`src/design/proc_cfg.svh`:
```
/*
 * processor configuration
 * word width, register count and the first fetch address
 */

`ifndef PROC_CFG_SVH
`define PROC_CFG_SVH

// data and address width
`define PROC_XLEN 32

// architectural registers, r0 included
`define PROC_NREGS 32

// pc after reset
`define PROC_RESET_VECTOR 32'h0000_1000

`endif

```
`src/design/proc_pkg.sv`:
```
/*
 * processor package
 * instruction formats, opcode and funct encodings, datapath select types
 */

`include "proc_cfg.svh"

package proc_pkg;

  typedef logic [`PROC_XLEN-1:0]          word_t;
  typedef logic [$clog2(`PROC_NREGS)-1:0] reg_idx_t;

  // ---------------------------------------------------------------------
  // encodings of the kept subset
  // ---------------------------------------------------------------------

  typedef enum logic [5:0] {
    OP_SPECIAL = 6'h00,
    OP_JAL     = 6'h03,
    OP_BNE     = 6'h05,
    OP_ADDIU   = 6'h09,
    OP_COP0    = 6'h10,
    OP_LW      = 6'h23,
    OP_SW      = 6'h2b
  } opcode_t;

  typedef enum logic [5:0] {
    FN_JR   = 6'h08,
    FN_ADDU = 6'h21,
    FN_SUBU = 6'h23,
    FN_AND  = 6'h24,
    FN_OR   = 6'h25
  } funct_t;

  // rs field of cop0 ops picks the direction
  localparam reg_idx_t COP0_MF = 5'h00;
  localparam reg_idx_t COP0_MT = 5'h04;

  // ---------------------------------------------------------------------
  // one instruction word, three views
  // ---------------------------------------------------------------------

  typedef struct packed {
    opcode_t  opcode;
    reg_idx_t rs;
    reg_idx_t rt;
    reg_idx_t rd;
    logic [4:0] shamt;
    funct_t   funct;
  } r_fmt_t;

  typedef struct packed {
    opcode_t     opcode;
    reg_idx_t    rs;
    reg_idx_t    rt;
    logic [15:0] imm;
  } i_fmt_t;

  typedef struct packed {
    opcode_t     opcode;
    logic [25:0] target;
  } j_fmt_t;

  typedef union packed {
    r_fmt_t r;
    i_fmt_t i;
    j_fmt_t j;
  } pisa_inst_t;

  // ---------------------------------------------------------------------
  // datapath selects
  // ---------------------------------------------------------------------

  typedef enum logic [1:0] {ALU_ADD, ALU_SUB, ALU_AND, ALU_OR} alu_fn_t;
  typedef enum logic {OPB_RT, OPB_IMM} opb_sel_t;
  typedef enum logic [1:0] {WB_ALU, WB_LOAD, WB_MNGR, WB_PC4} wb_sel_t;
  typedef enum logic [1:0] {PC_SEQ, PC_BR, PC_JUMP, PC_REG} pc_sel_t;
  typedef enum logic [1:0] {WA_RD, WA_RT, WA_R31} waddr_sel_t;

endpackage

```
`src/design/proc_ctrl_if.sv`:
```
/*
 * control/status bundle between the control FSM and the datapath
 */

`timescale 1ns/1ns

interface proc_ctrl_if
  import proc_pkg::*;
();

  // register enables
  logic       ir_en;
  logic       pc_en;
  logic       rf_wen;
  logic       mngr_en;

  // mux selects
  opb_sel_t   opb_sel;
  wb_sel_t    wb_sel;
  alu_fn_t    alu_fn;
  pc_sel_t    pc_sel;
  waddr_sel_t rf_waddr_sel;

  // status back to control
  pisa_inst_t inst;
  logic       br_ne;

  modport ctrl (
    output ir_en, pc_en, rf_wen, mngr_en,
    output opb_sel, wb_sel, alu_fn, pc_sel, rf_waddr_sel,
    input  inst, br_ne
  );

  modport dp (
    input  ir_en, pc_en, rf_wen, mngr_en,
    input  opb_sel, wb_sel, alu_fn, pc_sel, rf_waddr_sel,
    output inst, br_ne
  );

endinterface

```
`src/design/proc_alu.sv`:
```
/*
 * ALU
 * add, subtract, and, or, plus the not-equal flag used by bne
 */

`timescale 1ns/1ns

module proc_alu
  import proc_pkg::*;
(
  input  alu_fn_t fn,
  input  word_t   a,
  input  word_t   b,
  output word_t   result,
  output logic    ne
);

  always_comb
  begin
    case (fn)
      ALU_SUB: result = a - b;
      ALU_AND: result = a & b;
      ALU_OR:  result = a | b;
      // addu, addiu and lw/sw address
      default: result = a + b;
    endcase
  end

  // independent of fn
  assign ne = (a != b);

endmodule

```
`src/design/proc_regfile.sv`:
```
/*
 * register file
 * two combinational read ports, one write port, r0 hardwired to zero
 */

`timescale 1ns/1ns
`include "proc_cfg.svh"

module proc_regfile
  import proc_pkg::*;
(
  input  logic     clk,
  input  reg_idx_t raddr0,
  output word_t    rdata0,
  input  reg_idx_t raddr1,
  output word_t    rdata1,
  input  logic     wen,
  input  reg_idx_t waddr,
  input  word_t    wdata
);

  // no storage behind r0
  word_t regs [1:`PROC_NREGS-1];

  always_ff @(posedge clk)
  begin
    if (wen && (waddr != '0))
      regs[waddr] <= wdata;
  end

  assign rdata0 = (raddr0 == '0) ? '0 : regs[raddr0];
  assign rdata1 = (raddr1 == '0) ? '0 : regs[raddr1];

endmodule

```
`src/design/proc_dpath.sv`:
```
/*
 * multicycle datapath
 * pc and instruction register, operand and writeback muxes,
 * next-pc selection, register file and ALU
 */

`timescale 1ns/1ns
`include "proc_cfg.svh"

module proc_dpath
  import proc_pkg::*;
(
  input  logic    clk,
  input  logic    rst,
  proc_ctrl_if.dp dp,
  output word_t   imemreq_addr,
  input  word_t   imemresp_data,
  output word_t   dmemreq_addr,
  output word_t   dmemreq_wdata,
  input  word_t   dmemresp_data,
  input  word_t   from_mngr_data,
  output word_t   to_mngr_data
);

  word_t      pc_q;
  pisa_inst_t ir_q;
  word_t      mngr_q, load_q;
  word_t      rs_val, rt_val;
  word_t      imm_sext, opb, alu_result;
  word_t      pc_plus4, br_target, j_target, pc_next, wb_data;
  reg_idx_t   waddr;

  // ---------------------------------------------------------------------
  // state registers
  // ---------------------------------------------------------------------

  always_ff @(posedge clk)
  begin
    if (rst)
      pc_q <= `PROC_RESET_VECTOR;
    else if (dp.pc_en)
      pc_q <= pc_next;
  end

  always_ff @(posedge clk)
  begin
    if (dp.ir_en)
      ir_q <= imemresp_data;
    // both captured, wb_sel picks the live one
    if (dp.mngr_en)
    begin
      mngr_q <= from_mngr_data;
      load_q <= dmemresp_data;
    end
  end

  assign dp.inst = ir_q;

  // ---------------------------------------------------------------------
  // operands and execute
  // ---------------------------------------------------------------------

  assign imm_sext = {{(`PROC_XLEN-16){ir_q.i.imm[15]}}, ir_q.i.imm};
  assign opb      = (dp.opb_sel == OPB_IMM) ? imm_sext : rt_val;

  always_comb
  begin
    case (dp.rf_waddr_sel)
      WA_RD:   waddr = ir_q.r.rd;
      WA_R31:  waddr = reg_idx_t'(`PROC_NREGS-1);
      default: waddr = ir_q.r.rt;
    endcase
  end

  proc_regfile u_regfile (
    .clk    (clk),
    .raddr0 (ir_q.r.rs),
    .rdata0 (rs_val),
    .raddr1 (ir_q.r.rt),
    .rdata1 (rt_val),
    .wen    (dp.rf_wen),
    .waddr  (waddr),
    .wdata  (wb_data)
  );

  proc_alu u_alu (
    .fn     (dp.alu_fn),
    .a      (rs_val),
    .b      (opb),
    .result (alu_result),
    .ne     (dp.br_ne)
  );

  // ---------------------------------------------------------------------
  // next pc and writeback
  // ---------------------------------------------------------------------

  assign pc_plus4  = pc_q + word_t'(4);
  assign br_target = pc_plus4 + {imm_sext[`PROC_XLEN-3:0], 2'b00};
  // upper bits of the next pc plus the word index
  assign j_target  = {pc_plus4[`PROC_XLEN-1 -: 4], ir_q.j.target, 2'b00};

  always_comb
  begin
    case (dp.pc_sel)
      PC_BR:   pc_next = br_target;
      PC_JUMP: pc_next = j_target;
      PC_REG:  pc_next = rs_val;
      default: pc_next = pc_plus4;
    endcase
  end

  always_comb
  begin
    case (dp.wb_sel)
      WB_LOAD: wb_data = load_q;
      WB_MNGR: wb_data = mngr_q;
      WB_PC4:  wb_data = pc_plus4;
      default: wb_data = alu_result;
    endcase
  end

  // outbound payloads, stable while IR and registers hold
  assign imemreq_addr  = pc_q;
  assign dmemreq_addr  = alu_result;
  assign dmemreq_wdata = rt_val;
  assign to_mngr_data  = rt_val;

endmodule

```
`src/design/proc_ctrl.sv`:
```
/*
 * multicycle control unit
 * steps one instruction at a time through fetch, decode, memory or manager
 * access and writeback, and drives every handshake toward the outside
 */

`timescale 1ns/1ns

module proc_ctrl
  import proc_pkg::*;
(
  input  logic      clk,
  input  logic      rst,
  proc_ctrl_if.ctrl ctrl,
  output logic      imemreq_val,
  input  logic      imemreq_rdy,
  input  logic      imemresp_val,
  output logic      imemresp_rdy,
  output logic      dmemreq_val,
  input  logic      dmemreq_rdy,
  output logic      dmemreq_wen,
  input  logic      dmemresp_val,
  output logic      dmemresp_rdy,
  input  logic      from_mngr_val,
  output logic      from_mngr_rdy,
  output logic      to_mngr_val,
  input  logic      to_mngr_rdy
);

  typedef enum logic [2:0] {
    S_IDLE, S_FETCH, S_WAIT_I, S_DECODE, S_MEM, S_WAIT_D, S_MNGR, S_WB
  } state_t;

  state_t  state, state_next;
  opcode_t opcode;
  funct_t  funct;
  logic    is_mem, is_sw, is_mf, is_mt;
  logic    writes_rf;

  // ---------------------------------------------------------------------
  // decode, held stable by the IR for the whole instruction
  // ---------------------------------------------------------------------

  assign opcode = ctrl.inst.r.opcode;
  assign funct  = ctrl.inst.r.funct;
  assign is_sw  = (opcode == OP_SW);
  assign is_mem = (opcode == OP_LW) || is_sw;
  assign is_mt  = (opcode == OP_COP0) && (ctrl.inst.r.rs == COP0_MT);
  assign is_mf  = (opcode == OP_COP0) && (ctrl.inst.r.rs == COP0_MF);

  always_comb
  begin
    ctrl.alu_fn       = ALU_ADD;
    ctrl.opb_sel      = OPB_RT;
    ctrl.wb_sel       = WB_ALU;
    ctrl.pc_sel       = PC_SEQ;
    ctrl.rf_waddr_sel = WA_RT;
    writes_rf         = 1'b0;
    case (opcode)
      OP_SPECIAL:
      begin
        ctrl.rf_waddr_sel = WA_RD;
        case (funct)
          FN_ADDU: writes_rf = 1'b1;
          FN_SUBU:
          begin
            ctrl.alu_fn = ALU_SUB;
            writes_rf   = 1'b1;
          end
          FN_AND:
          begin
            ctrl.alu_fn = ALU_AND;
            writes_rf   = 1'b1;
          end
          FN_OR:
          begin
            ctrl.alu_fn = ALU_OR;
            writes_rf   = 1'b1;
          end
          // target comes straight from rs
          FN_JR:   ctrl.pc_sel = PC_REG;
          default: writes_rf = 1'b0;
        endcase
      end
      OP_ADDIU:
      begin
        ctrl.opb_sel = OPB_IMM;
        writes_rf    = 1'b1;
      end
      OP_LW:
      begin
        ctrl.opb_sel = OPB_IMM;
        ctrl.wb_sel  = WB_LOAD;
        writes_rf    = 1'b1;
      end
      // address only, rt goes out as store data
      OP_SW:  ctrl.opb_sel = OPB_IMM;
      // not-equal flag compares rs with rt
      OP_BNE: ctrl.pc_sel = ctrl.br_ne ? PC_BR : PC_SEQ;
      OP_JAL:
      begin
        ctrl.pc_sel       = PC_JUMP;
        ctrl.wb_sel       = WB_PC4;
        ctrl.rf_waddr_sel = WA_R31;
        writes_rf         = 1'b1;
      end
      OP_COP0:
      begin
        ctrl.wb_sel = WB_MNGR;
        writes_rf   = is_mf;
      end
      default: writes_rf = 1'b0;
    endcase
  end

  // ---------------------------------------------------------------------
  // state machine
  // ---------------------------------------------------------------------

  always_ff @(posedge clk)
  begin
    if (rst)
      state <= S_IDLE;
    else
      state <= state_next;
  end

  always_comb
  begin
    state_next = state;
    case (state)
      S_IDLE:   state_next = S_FETCH;
      S_FETCH:  if (imemreq_rdy) state_next = S_WAIT_I;
      S_WAIT_I: if (imemresp_val) state_next = S_DECODE;
      S_DECODE:
      begin
        if (is_mem)
          state_next = S_MEM;
        else if (is_mf || is_mt)
          state_next = S_MNGR;
        else
          state_next = S_WB;
      end
      S_MEM:    if (dmemreq_rdy) state_next = S_WAIT_D;
      S_WAIT_D: if (dmemresp_val) state_next = S_WB;
      S_MNGR:
      begin
        if ((is_mf && from_mngr_val) || (is_mt && to_mngr_rdy))
          state_next = S_WB;
      end
      S_WB:     state_next = S_FETCH;
      default:  state_next = S_IDLE;
    endcase
  end

  // handshakes follow the state alone
  assign imemreq_val   = (state == S_FETCH);
  assign imemresp_rdy  = (state == S_WAIT_I);
  assign dmemreq_val   = (state == S_MEM);
  assign dmemreq_wen   = (state == S_MEM) && is_sw;
  assign dmemresp_rdy  = (state == S_WAIT_D);
  assign from_mngr_rdy = (state == S_MNGR) && is_mf;
  assign to_mngr_val   = (state == S_MNGR) && is_mt;

  // datapath enables
  assign ctrl.ir_en   = (state == S_WAIT_I) && imemresp_val;
  assign ctrl.pc_en   = (state == S_WB);
  assign ctrl.rf_wen  = (state == S_WB) && writes_rf;
  // load data or manager value, whichever transfers
  assign ctrl.mngr_en = ((state == S_WAIT_D) && dmemresp_val)
                      || (from_mngr_rdy && from_mngr_val);

  // ---------------------------------------------------------------------
  // protocol checks
  // ---------------------------------------------------------------------

  // an offered request is never withdrawn before it transfers
  a_imemreq_hold: assert property (@(posedge clk) disable iff (rst)
    imemreq_val && !imemreq_rdy |=> imemreq_val);
  a_dmemreq_hold: assert property (@(posedge clk) disable iff (rst)
    dmemreq_val && !dmemreq_rdy |=> dmemreq_val);
  a_to_mngr_hold: assert property (@(posedge clk) disable iff (rst)
    to_mngr_val && !to_mngr_rdy |=> to_mngr_val);

  // decode is a single cycle, writeback always returns to fetch
  a_decode_once: assert property (@(posedge clk) disable iff (rst)
    state == S_DECODE |=> state inside {S_MEM, S_MNGR, S_WB});
  a_wb_to_fetch: assert property (@(posedge clk) disable iff (rst)
    state == S_WB |=> state == S_FETCH);

endmodule

```
`src/design/proc_top.sv`:
```
/*
 * processor top level
 * control FSM and datapath joined by the control bundle,
 * memory and manager channels exposed as plain ports
 */

`timescale 1ns/1ns

module proc_top (
  input  logic        clk,
  input  logic        rst,
  // instruction memory
  output logic        imemreq_val,
  input  logic        imemreq_rdy,
  output logic [31:0] imemreq_addr,
  input  logic        imemresp_val,
  output logic        imemresp_rdy,
  input  logic [31:0] imemresp_data,
  // data memory
  output logic        dmemreq_val,
  input  logic        dmemreq_rdy,
  output logic        dmemreq_wen,
  output logic [31:0] dmemreq_addr,
  output logic [31:0] dmemreq_wdata,
  input  logic        dmemresp_val,
  output logic        dmemresp_rdy,
  input  logic [31:0] dmemresp_data,
  // manager source and sink
  input  logic        from_mngr_val,
  output logic        from_mngr_rdy,
  input  logic [31:0] from_mngr_data,
  output logic        to_mngr_val,
  input  logic        to_mngr_rdy,
  output logic [31:0] to_mngr_data
);

  proc_ctrl_if cif ();

  // all val/rdy from control
  proc_ctrl u_ctrl (
    .clk           (clk),
    .rst           (rst),
    .ctrl          (cif.ctrl),
    .imemreq_val   (imemreq_val),
    .imemreq_rdy   (imemreq_rdy),
    .imemresp_val  (imemresp_val),
    .imemresp_rdy  (imemresp_rdy),
    .dmemreq_val   (dmemreq_val),
    .dmemreq_rdy   (dmemreq_rdy),
    .dmemreq_wen   (dmemreq_wen),
    .dmemresp_val  (dmemresp_val),
    .dmemresp_rdy  (dmemresp_rdy),
    .from_mngr_val (from_mngr_val),
    .from_mngr_rdy (from_mngr_rdy),
    .to_mngr_val   (to_mngr_val),
    .to_mngr_rdy   (to_mngr_rdy)
  );

  // addresses and data from the datapath
  proc_dpath u_dpath (
    .clk            (clk),
    .rst            (rst),
    .dp             (cif.dp),
    .imemreq_addr   (imemreq_addr),
    .imemresp_data  (imemresp_data),
    .dmemreq_addr   (dmemreq_addr),
    .dmemreq_wdata  (dmemreq_wdata),
    .dmemresp_data  (dmemresp_data),
    .from_mngr_data (from_mngr_data),
    .to_mngr_data   (to_mngr_data)
  );

endmodule

```
`config.mk`:
```
export PLATFORM = sky130hd
export DESIGN_NAME = proc_top
export DESIGN_NICKNAME = d
export VERILOG_FILES = /design/src/design/proc_pkg.sv /design/src/design/proc_ctrl_if.sv /design/src/design/proc_alu.sv /design/src/design/proc_regfile.sv /design/src/design/proc_dpath.sv /design/src/design/proc_ctrl.sv /design/src/design/proc_top.sv
export VERILOG_INCLUDE_DIRS = /design/src /design/src/design
export SDC_FILE = /design/constraint.sdc
export NUM_CORES = 2
export LEC_CHECK = 0
export BUFFER_PORTS_ARGS = -buffer_cell sky130_fd_sc_hd__buf_4
export CORE_AREA = 10 10 351 353
export DETAILED_ROUTE_END_ITERATION = 7
export DIE_AREA = 0 0 361 363
export PLACE_DENSITY = 0.69
export SYNTH_ARGS = -nofsm -noshare
export SYNTH_HDL_FRONTEND = slang
export SYNTH_SLANG_ARGS = --single-unit
```
`constraint.sdc`:
```
create_clock -name clk -period 11.7 [get_ports clk]
set_clock_uncertainty 0.15 [all_clocks]
set_input_delay 2.34 -clock clk [delete_from_list [all_inputs] [get_ports clk]]
set_output_delay 2.34 -clock clk [all_outputs]
set_load 0.005 [all_outputs]
```
==> results.ini <==
[yosys]
synth_area_sq_um = 59900
post-synth-top-count-cell = edfxtp_1
synthTopCellsByCount = 1088 x edfxtp_1, 576 x mux4_2, 296 x nor2_1
synth_ff_type = edfxtp_1
synth_cell_type_count = 89
avgSynthCellArea_sq_um = 15.6
ys_seq_area_frac = 0.560
synth_nets = 4069
synthTopCellsByArea = edfxtp_1 55%, mux4_2 22%, ha_1 2.6%, mux2i_1 2.4%, nor2_1 1.9%
yosysWarnings = 0
async_flop_share = 0
synth.top_cell.area_share = 0.545
synth_edf_count = 1088
syn_inst = 3837
synth_seq_cells = 1133
yosysTopAreaCell = edfxtp_1

[pwr]
vdd_ir_drop_max_mv = 0.233
p_sw_w = 0.00693
leakage_nw = 22.9
power_density_nw_per_um2 = 266
swShare = 0.386
clkPwrFrac = 0.212
cell_internal_pwr_w = 0.0110
comb_power_share = 0.425
seqPwrFrac = 0.363

[finish]
drive_gt1_frac = 0.301
nFillCells = 8713
syn2layout_area_growth_pct = 12.6
final_area_sq_um = 67500
nNetsFinal = 4230
layoutNonFillerInstCount = 5624
final_util = 0.582
multi_input_area_sq_um = 24900
register_area_sq_um = 33600

[floorplanning]
die_w_um = 361
die_y_um = 363
start_util = 0.517
rows = 125
fp.coreArea_sq_um = 116000
die_area_sq_um = 131000
ios = 239

[global_routing]
use_met2 = 0.483
grt_max_degree = 117
use_met3 = 0.0636
antenna_found_initial = 6
grt_usage = 0.301
grt_first_pass_wirelength_mm = 286
grt_pass1_vias = 38700
use_met1 = 0.396
overflow = 0
busiest_layer = met2

[timing]
tns_ns = 0
fmax_mhz = 98.9
hold_slack_ns = 0.356
final_max_slew_viol_count = 0
tightest_slew_ns = 1.31
slew_headroom = 0.127
finalHoldViolations = 0
final-setup-viol-count = 0
rsz0062_at_grt = false
min_period_ns = 10.11
min_period_over_period = 0.864

[placement]
dp.final_hpwl_mm = 126
place_congestion = 1.02
portBuffers = 238
dp.cells = 5405
post_dp_cell_area_sq_um = 63600

[route]
first_iter_violations = 5538
vias = 39800
totalWireLength_mm = 201
post_drt_via_cell_ratio = 7.07
final_antenna_net_count = 0
drc = 0
detail_route.wl_per_cell_um = 35.8
dr.pass1.iters = 6

[setup_path]
crit_fanout = 38
crit_arrival_ns = 7.62
crit_type = reg -> out
cp-start-kind = register
required_ns = 9.21
end_kind = primary output

[cts]
clk_path_buf_depth = 3
clkTransAtPathRegs_ns = 0.07
cts_made_buffers = 115
htreeDepth = 3
cts_root_buffer = clkbuf_16
clkLatencyLatePin_ns = 0.75
cts.sinks = 1133
cts_tree = built
cts_resized = 0
ctsHoldBuffers = 0
postCtsSetupBuffers = 0

[job]
drv_cap = 0

[worst_hold_path]
hold_path.class = reg -> reg

[outcome]
status = completed

power groups by stage:
stage          clock [W]  combinational (W)  sequential [W]
4_1_cts          0.00385            0.00749         0.00652
3_3_place_gp           0            0.00740         0.00660
5_1_grt          0.00402            0.00806         0.00653
3_5_place_dp           0            0.00747         0.00660
6_report         0.00381            0.00765         0.00652
2_1_floorplan          0            0.00446         0.00643
flip-flops by register name, summed over array words and instances, names as in the netlist, named ones only:
register	cells
u_ctrl.state	3
u_dpath.u_regfile.regs	992
u_dpath.load_q	32
u_dpath.dp.inst	32
u_dpath.mngr_q	32
u_dpath.imemreq_addr	32
cell type report:
type / count / area share
Sequential cell: 1133 / 0.498
Multi-Input combinational cell: 2282 / 0.369
Clock buffer: 133 / 0.0440
Timing Repair Buffer: 351 / 0.0404
Tap cell: 1524 / 0.0283
Clock inverter: 80 / 0.0134
Inverter: 115 / 0.00640
Antenna cell: 6 / 0.000223
through the flow:
stage | power, W | setup slack (ns)
floorplan | 0.0109 | 4.11
global placement | 0.0140 | 2.53
detailed placement | 0.0141 | 2.52
CTS | 0.0179 | 1.73
global route | 0.0186 | 1.21
finish | 0.0180 | 1.59
layer usage:
layer | part of all wire | vias up
met5 | 0 | -
met4 | 0.051 | 0
met3 | 0.11 | 475
met2 | 0.47 | 2701
met1 | 0.37 | 20600
li1 | - | 16000
logic make-up (layout without fill, tap and decap cells):
logic type / count (synthesis) / count (layout) / synth area share
buffers and inverters: 422 / 679 / 0.0301
flip-flops: 1133 / 1133 / 0.560
AND/OR/NAND/NOR: 690 / 690 / 0.0545
AO/OA/AOI/OAI: 680 / 680 / 0.0773
other: 0 / 6 / 0
multiplexers: 737 / 737 / 0.244
adder cells (fa/ha/maj): 128 / 128 / 0.0271
XOR/XNOR: 47 / 47 / 0.00687
critical path, stage by stage, from the launching register on:
cell and delay [ns]:
dfxtp_4 0.93, buf_4 0.59, mux4_2 0.58, mux4_2 0.49, mux2i_1 0.52, nor2_1 0.28, mux2i_1 0.32, inv_1 0.09
ha_1 0.24, a21oi_1 0.38, a21oi_1 0.14, a211oi_1 0.44, o21a_1 0.28, o21ai_0 0.26, o31a_1 0.39, a221o_1 0.36
a21boi_0 0.33, inv_1 0.07, buf_4 0.14
worst paths after layout:
check | start | endpoint | slack [ns] | cells past startpoint
hold / removal | u_dpath.imemreq_addr[3] | u_dpath.imemreq_addr[3] | 0.36 | 2
setup / recovery | register | dmemreq_addr[26] | 1.59 | 18
hold reg to reg | u_dpath.imemreq_addr[3] | u_dpath.imemreq_addr[3] | 0.36 | 2
setup reg to reg | register | u_dpath.u_regfile.regs[8][25] | 3.58 | 16
cells in the final DEF, fill, tap and decap left out, types with 20 or more instances in the layout:
cell type	n
inv_1	113
xnor2_1	29
mux2i_1	143
a31oi_1	23
buf_4	344
a21oi_1	204
clkinv_1	27
edfxtp_1	1088
o221ai_1	27
nor2b_1	20
or2_2	31
clkinv_2	22
nor2_4	35
nor2_1	262
a211oi_1	29
a221o_1	24
nor3_1	38
a21o_1	41
nand3_1	41
dfxtp_1	35
clkbuf_16	116
ha_1	125
mux4_2	576
nand2b_1	24
o21ai_0	90
nand2_1	124
No activity file was read; power rests on OpenSTA's default activity.
